==> src/image_pkg.sv <==
package image_pkg;

    localparam int IMG_WIDTH   = 320;
    localparam int KERNEL_SIZE = 11;
    localparam int HIST_ROWS   = KERNEL_SIZE - 1;
    localparam int COL_W       = 9;

    typedef logic [23:0] rgb_t;

    // Input beat, one pixel with its mask bit
    typedef struct packed {
        logic valid;
        logic sof;
        rgb_t rgb;
        logic mask;
    } pixel_in_t;

    // Column result handed from the row history stage to the window stage
    typedef struct packed {
        logic valid;
        logic first_col;
        logic col_hit;
        rgb_t rgb;
    } column_stage_t;

    typedef struct packed {
        logic valid;
        logic suppressed;
        rgb_t rgb;
    } pixel_out_t;

endpackage

==> src/wb_pkg.sv <==
package wb_pkg;

    localparam int WB_ADDR_W = 4;
    localparam int WB_DATA_W = 32;

    typedef struct packed {
        logic                 cyc;
        logic                 stb;
        logic                 we;
        logic [WB_ADDR_W-1:0] adr;
        logic [WB_DATA_W-1:0] dat_w;
    } wb_req_t;

    typedef struct packed {
        logic                 ack;
        logic [WB_DATA_W-1:0] dat_r;
    } wb_rsp_t;

    typedef enum logic [WB_ADDR_W-1:0] {
        REG_CTRL  = 4'h0,
        REG_FILL  = 4'h4,
        REG_COUNT = 4'h8
    } reg_addr_e;

endpackage

==> src/suppress_regs.sv <==
`timescale 1ns/1ps

module suppress_regs (
    input  logic             clk,
    input  logic             i_rst_n,
    input  wb_pkg::wb_req_t  i_wb,
    output wb_pkg::wb_rsp_t  o_wb,
    input  logic             i_suppressed,
    output logic             o_enable,
    output image_pkg::rgb_t  o_fill
);
    import wb_pkg::*;

    logic                 access;
    logic                 wr_en;
    reg_addr_e            addr;
    logic [WB_DATA_W-1:0] rd_data;
    logic [WB_DATA_W-1:0] count_q;

    // New request seen while no ack is pending
    assign access = i_wb.cyc & i_wb.stb & ~o_wb.ack;
    // Write lands on the acknowledged cycle
    assign wr_en  = o_wb.ack & i_wb.cyc & i_wb.stb & i_wb.we;
    assign addr   = reg_addr_e'(i_wb.adr);

    always_comb begin
        case (addr)
            REG_CTRL:  rd_data = {{(WB_DATA_W-1){1'b0}}, o_enable};
            REG_FILL:  rd_data = {{(WB_DATA_W-24){1'b0}}, o_fill};
            REG_COUNT: rd_data = count_q;
            default:   rd_data = '0;
        endcase
    end

    always_ff @(posedge clk) begin
        if (!i_rst_n) begin
            o_wb.ack <= 1'b0;
        end else begin
            o_wb.ack <= access;
        end
        if (access) begin
            o_wb.dat_r <= rd_data;
        end
    end

    always_ff @(posedge clk) begin
        if (!i_rst_n) begin
            o_enable <= 1'b0;
            o_fill   <= 24'hFFFFFF;
        end else if (wr_en) begin
            if (addr == REG_CTRL) begin
                o_enable <= i_wb.dat_w[0];
            end
            if (addr == REG_FILL) begin
                o_fill <= i_wb.dat_w[23:0];
            end
        end
    end

    // Any write to COUNT clears it, taking priority over a new hit
    always_ff @(posedge clk) begin
        if (!i_rst_n) begin
            count_q <= '0;
        end else if (wr_en && addr == REG_COUNT) begin
            count_q <= '0;
        end else if (i_suppressed) begin
            count_q <= count_q + 1'b1;
        end
    end

endmodule

==> src/mask_column_history.sv <==
`timescale 1ns/1ps

module mask_column_history (
    input  logic                     clk,
    input  logic                     i_rst_n,
    input  image_pkg::pixel_in_t     i_pix,
    output image_pkg::column_stage_t o_col
);
    import image_pkg::*;

    // One word per column, bit 0 is the most recent earlier row
    logic [HIST_ROWS-1:0] hist_mem [IMG_WIDTH];

    logic [COL_W-1:0]     col_cnt;
    logic                 first_row;
    logic [COL_W-1:0]     cur_col;
    logic                 cur_first_row;
    logic                 last_col;
    logic [HIST_ROWS-1:0] hist_word;

    // sof forces position back to the frame origin
    assign cur_col       = i_pix.sof ? '0 : col_cnt;
    assign cur_first_row = i_pix.sof ? 1'b1 : first_row;
    assign last_col      = (cur_col == COL_W'(IMG_WIDTH - 1));

    // Stale words from the previous frame are ignored on row 0
    assign hist_word = cur_first_row ? '0 : hist_mem[cur_col];

    always_ff @(posedge clk) begin
        if (!i_rst_n) begin
            col_cnt   <= '0;
            first_row <= 1'b1;
        end else if (i_pix.valid) begin
            if (last_col) begin
                col_cnt   <= '0;
                first_row <= 1'b0;
            end else begin
                col_cnt   <= cur_col + 1'b1;
                first_row <= cur_first_row;
            end
        end
    end

    always_ff @(posedge clk) begin
        if (i_pix.valid) begin
            hist_mem[cur_col] <= {hist_word[HIST_ROWS-2:0], i_pix.mask};
        end
    end

    always_ff @(posedge clk) begin
        if (!i_rst_n) begin
            o_col.valid <= 1'b0;
        end else begin
            o_col.valid <= i_pix.valid;
        end
        o_col.first_col <= (cur_col == '0);
        o_col.col_hit   <= i_pix.mask | (|hist_word);
        o_col.rgb       <= i_pix.rgb;
    end

endmodule

==> src/window_suppressor.sv <==
`timescale 1ns/1ps

module window_suppressor (
    input  logic                     clk,
    input  logic                     i_rst_n,
    input  image_pkg::column_stage_t i_col,
    input  logic                     i_enable,
    input  image_pkg::rgb_t          i_fill,
    output image_pkg::pixel_out_t    o_pix
);
    import image_pkg::*;

    // Column hits of the previous columns in this row, bit 0 is the nearest
    logic [HIST_ROWS-1:0] hit_sr;
    logic [HIST_ROWS-1:0] hit_prev;
    logic                 suppress;

    // No history crosses a row boundary
    assign hit_prev = i_col.first_col ? '0 : hit_sr;
    assign suppress = i_enable & (i_col.col_hit | (|hit_prev));

    always_ff @(posedge clk) begin
        if (!i_rst_n) begin
            hit_sr <= '0;
        end else if (i_col.valid) begin
            hit_sr <= {hit_prev[HIST_ROWS-2:0], i_col.col_hit};
        end
    end

    always_ff @(posedge clk) begin
        if (!i_rst_n) begin
            o_pix.valid      <= 1'b0;
            o_pix.suppressed <= 1'b0;
        end else begin
            o_pix.valid      <= i_col.valid;
            o_pix.suppressed <= i_col.valid & suppress;
        end
        o_pix.rgb <= suppress ? i_fill : i_col.rgb;
    end

endmodule

==> src/mask_suppress_top.sv <==
`timescale 1ns/1ps

module mask_suppress_top (
    input  logic                  clk,
    input  logic                  i_rst_n,
    input  image_pkg::pixel_in_t  i_pix,
    output image_pkg::pixel_out_t o_pix,
    input  wb_pkg::wb_req_t       i_wb,
    output wb_pkg::wb_rsp_t       o_wb
);
    import image_pkg::*;

    column_stage_t col_stage;
    logic          enable;
    rgb_t          fill;

    // Stage one, vertical part of the window
    mask_column_history mask_column_history_inst (
        .clk     (clk),
        .i_rst_n (i_rst_n),
        .i_pix   (i_pix),
        .o_col   (col_stage)
    );

    // Stage two, horizontal part and pixel replacement
    window_suppressor window_suppressor_inst (
        .clk      (clk),
        .i_rst_n  (i_rst_n),
        .i_col    (col_stage),
        .i_enable (enable),
        .i_fill   (fill),
        .o_pix    (o_pix)
    );

    suppress_regs suppress_regs_inst (
        .clk          (clk),
        .i_rst_n      (i_rst_n),
        .i_wb         (i_wb),
        .o_wb         (o_wb),
        .i_suppressed (o_pix.suppressed),
        .o_enable     (enable),
        .o_fill       (fill)
    );

endmodule

==> config.mk <==
export PLATFORM = sky130hd
export DESIGN_NAME = mask_suppress_top
export DESIGN_NICKNAME = d
export VERILOG_FILES = /design/src/image_pkg.sv /design/src/wb_pkg.sv /design/src/suppress_regs.sv /design/src/mask_column_history.sv /design/src/window_suppressor.sv /design/src/mask_suppress_top.sv
export SDC_FILE = /design/constraint.sdc
export NUM_CORES = 2
export LEC_CHECK = 0
export BUFFER_PORTS_ARGS = -buffer_cell sky130_fd_sc_hd__buf_4
export CAP_MARGIN = 20
export CORE_MARGIN = 2
export CORE_UTILIZATION = 45
export CTS_CLUSTER_DIAMETER = 40
export CTS_CLUSTER_SIZE = 20
export DETAILED_ROUTE_END_ITERATION = 6
export SYNTH_ARGS = -nofsm -noshare
export SYNTH_HDL_FRONTEND = slang
export SYNTH_SLANG_ARGS = --single-unit
==> constraint.sdc <==
create_clock -name clk -period 58.3 [get_ports clk]
set_clock_uncertainty 0.15 [all_clocks]
set_input_delay 11.66 -clock clk [delete_from_list [all_inputs] [get_ports clk]]
set_output_delay 11.66 -clock clk [all_outputs]
set_load 0.03 [all_outputs]
==> results.json <==
{
  "netlist_top_cells_area": "edfxtp_1 73%, nand2_1 3.7%, mux2i_1 3.2%, a211oi_1 2.2%, a31oi_1 2.2%",
  "critPathMaxFanout": 163,
  "dieArea_mm2": 0.298,
  "slew_headroom_pct": 9.14,
  "synth_seq_cells": 3363,
  "p_clk_share_pct": 50.7,
  "routabilityCongestion": 0.850,
  "yosys.area.top_type": "edfxtp_1",
  "viasPerCell": 6.04,
  "netlist_top_cells_count": "3232 x edfxtp_1, 1307 x nand2_1, 464 x a31oi_1, 424 x mux2i_1, 396 x nor2b_1",
  "area_growth_pct": 16.0,
  "fin_crit_sh_pct": 33.6,
  "cellLeakagePower_nw": 51.7,
  "min_path_type": "flop to flop",
  "rr_startpoint": "mask_column_history_inst.col_cnt[1]",
  "max_freq_mhz": 51.0,
  "clkTransAtPathRegs_ns": 0.06,
  "synthArstFlopShare_pct": 0,
  "cp-end-kind": "flop",
  "drcViolationCount": 0,
  "io_buffers": 118,
  "die_w_um": 546,
  "setup_tns_ns": 0,
  "tightestPinTransition_ns": 1.36,
  "seq_power_share_pct": 46.9,
  "status": "finished, final reports clean",
  "ant_nets": 0,
  "routed_wirelength_um": 394000,
  "vias": 81377,
  "worstSetupPathType": "input pin to flop",
  "p_per_area_mw_per_mm2": 36.3,
  "combPwrFrac_pct": 2.3,
  "hpwl_um": 220000,
  "start_kind": "input pin",
  "drtPass1Iterations": 5,
  "cts.hold.buffers_added": 0,
  "startpoint": "i_pix[25]",
  "arrival_ns": 20.07,
  "rsz0062_at_grt": "no",
  "htreeDepth": 5,
  "hp-start": "mask_column_history_inst.o_col[6]",
  "worstPathRequired_ns": 58.76,
  "synth_top_area_share_pct": 73.4,
  "syn-instance-count": 9002,
  "yosysMostFrequentCell": "edfxtp_1",
  "die_h_um": 546,
  "fin_crit_ns": 19.61,
  "syn-num-nets": 9075,
  "cp_common_cell": "buf_4",
  "internal_power_w": 0.00440,
  "grt_overflow": 0,
  "synth_flop_cell": "edfxtp_1",
  "start_util_pct": 45.1,
  "cts_tree": "built",
  "yosys_warnings": 0,
  "drive_above_1_share_pct": 12.7,
  "rows": 199,
  "switchingPower_w": 0.00117,
  "core_mm2": 0.293,
  "cts_buffers": 442,
  "timing.max_cap.violations": 0,
  "fin_nets": 9230,
  "ios": 127,
  "clock-root-buffer": "clkbuf_16",
  "grt_max_degree": 217,
  "syn_area_mm2": 0.132,
  "clockBufferDepth": 4,
  "grt_pass1_wl_um": 561000,
  "wl_per_cell_um": 29.3,
  "post_cts_resized": 0,
  "slowest_delay_ns": 0.83,
  "drt_iter0_markers": 9069,
  "crit_chain": "buf_4 -> nor2b_4 -> inv_16 -> buf_4 -> buf_4 -> buf_4 -> buf_4 -> a2111oi_0 -> a21oi_1 -> nand4_1 -> a21oi_1 -> a31o_2 -> o211ai_1 -> nor4bb_4 -> buf_4 -> buf_4 -> buf_4",
  "synthDistinctLibCells": 73,
  "grt_pass1_vias": 77375,
  "place_area_mm2": 0.137,
  "setup_violations": 0,
  "antenna_found_initial": 26,
  "max-vdd-ir-drop_uv": 28.1,
  "design_area_mm2": 0.153,
  "dp_cells": 12584,
  "cp_slowest_cell": "buf_4",
  "grtUsageTotal_pct": 25.7,
  "avgSynthCellArea_um2": 14.7,
  "maxSlewViolCount": 0,
  "clk-insertion-delay-late_ns": 0.98,
  "ys_seq_area_share_pct": 75.4,
  "fin_cells": 13470,
  "clock-sinks": 3363,
  "postCtsSetupRepairBufs": 0,
  "p_sw_share_pct": 21.1,
  "hold_viol": 0,
  "synth_edf_count": 3232
}
[layer usage]
layer	vias to the layer above	track usage, %	share of wire [%]
met5	-	0	0.010
met4	6	11.7	4.8
met3	864	4.65	9.0
met2	3930	40.4	46
met1	41452	35.0	40
li1	35125	-	-
[power by group through the flow]
stage               clock network [W]  logic [W]  registers [W]
finish                        0.00283   0.000131        0.00262
global route                  0.00295   0.000138        0.00262
CTS                           0.00285   0.000130        0.00262
detailed placement                  0   0.000129        0.00267
global placement                    0   0.000128        0.00267
floorplan                           0  0.0000771        0.00267
[stage by stage]
step	power, W	setup WS [ns]	utilization (%)	hold slack, ns
2_1_floorplan	0.00275	11.72	-	0.283
3_3_place_gp	0.00280	37.95	46.8	0.289
3_5_place_dp	0.00280	37.84	46.9	0.291
4_1_cts	0.00560	38.80	52.2	0.307
5_1_grt	0.00570	38.49	52.4	0.311
6_report	0.00558	38.69	52.4	0.306
[cells by family after synthesis]
family          after synthesis  synth area share, %
buf+inv                     675                 2.19
mux                         469                 3.62
flops                      3363                 75.4
simple gates               2677                 9.30
compound gates             1787                 9.31
fa+ha+maj                     5               0.0473
xor+xnor                     26                0.172
[sequential cells by signal, indices dropped and copies added (netlist names)]
signal / count
mask_column_history_inst.col_cnt: 9
window_suppressor_inst.hit_sr: 10
mask_column_history_inst.first_row: 1
suppress_regs_inst.o_wb: 33
suppress_regs_inst.count_q: 32
mask_column_history_inst.o_col: 27
window_suppressor_inst.o_pix: 26
suppress_regs_inst.o_fill: 24
suppress_regs_inst.o_enable: 1
mask_column_history_inst.hist_mem: 3200
[cell usage in the layout (no fill, tap or decap), drive strengths merged, types with 14 or more instances in the layout]
| cell | n |
|---|---|
| buf | 360 |
| a221oi | 27 |
| a311oi | 22 |
| a21oi | 201 |
| a2111oi | 209 |
| nand2 | 1307 |
| clkbuf | 488 |
| clkinvlp | 53 |
| nor4 | 14 |
| clkinv | 175 |
| dfxtp | 131 |
| and2 | 231 |
| edfxtp | 3232 |
| bufinv | 75 |
| o22ai | 158 |
| o21ai | 116 |
| nand4 | 58 |
| a22o | 38 |
| nor2 | 391 |
| a31oi | 464 |
| mux2i | 424 |
| a22oi | 82 |
| nor2b | 396 |
| inv | 61 |
| xor2 | 23 |
| a211oi | 389 |
| a41oi | 31 |
| mux2 | 42 |
| nand3 | 192 |
| and3 | 39 |
[critical path, delay by kind of cell]
family                 cells  cell delay, ns
buffers and inverters      9            5.63
AOI/OAI and AO/OA          5            1.53
and+or+nand+nor            3            0.78
[area by class of cell]
cell class	instances	area [um2]
Fill cell	23828	140000
Sequential cell	3363	99700
Multi-Input combinational cell	4964	30000
Clock buffer	482	11300
Tap cell	3919	4900
Clock inverter	345	4270
Timing Repair Buffer	367	3150
Inverter	19	103
Antenna cell	11	27.5
[path summary, 6_finish.rpt]
kind | slack (ns) | to | cells after the start
hold / removal | 0.31 | window_suppressor_inst.o_pix[6] | 1
setup / recovery | 38.69 | mask_column_history_inst.hist_mem[101][5] | 17
setup reg to reg | 49.36 | mask_column_history_inst.hist_mem[101][5] | 16
hold reg to reg | 0.31 | window_suppressor_inst.o_pix[6] | 1
Note: power is estimated with default switching activity, not from simulation.
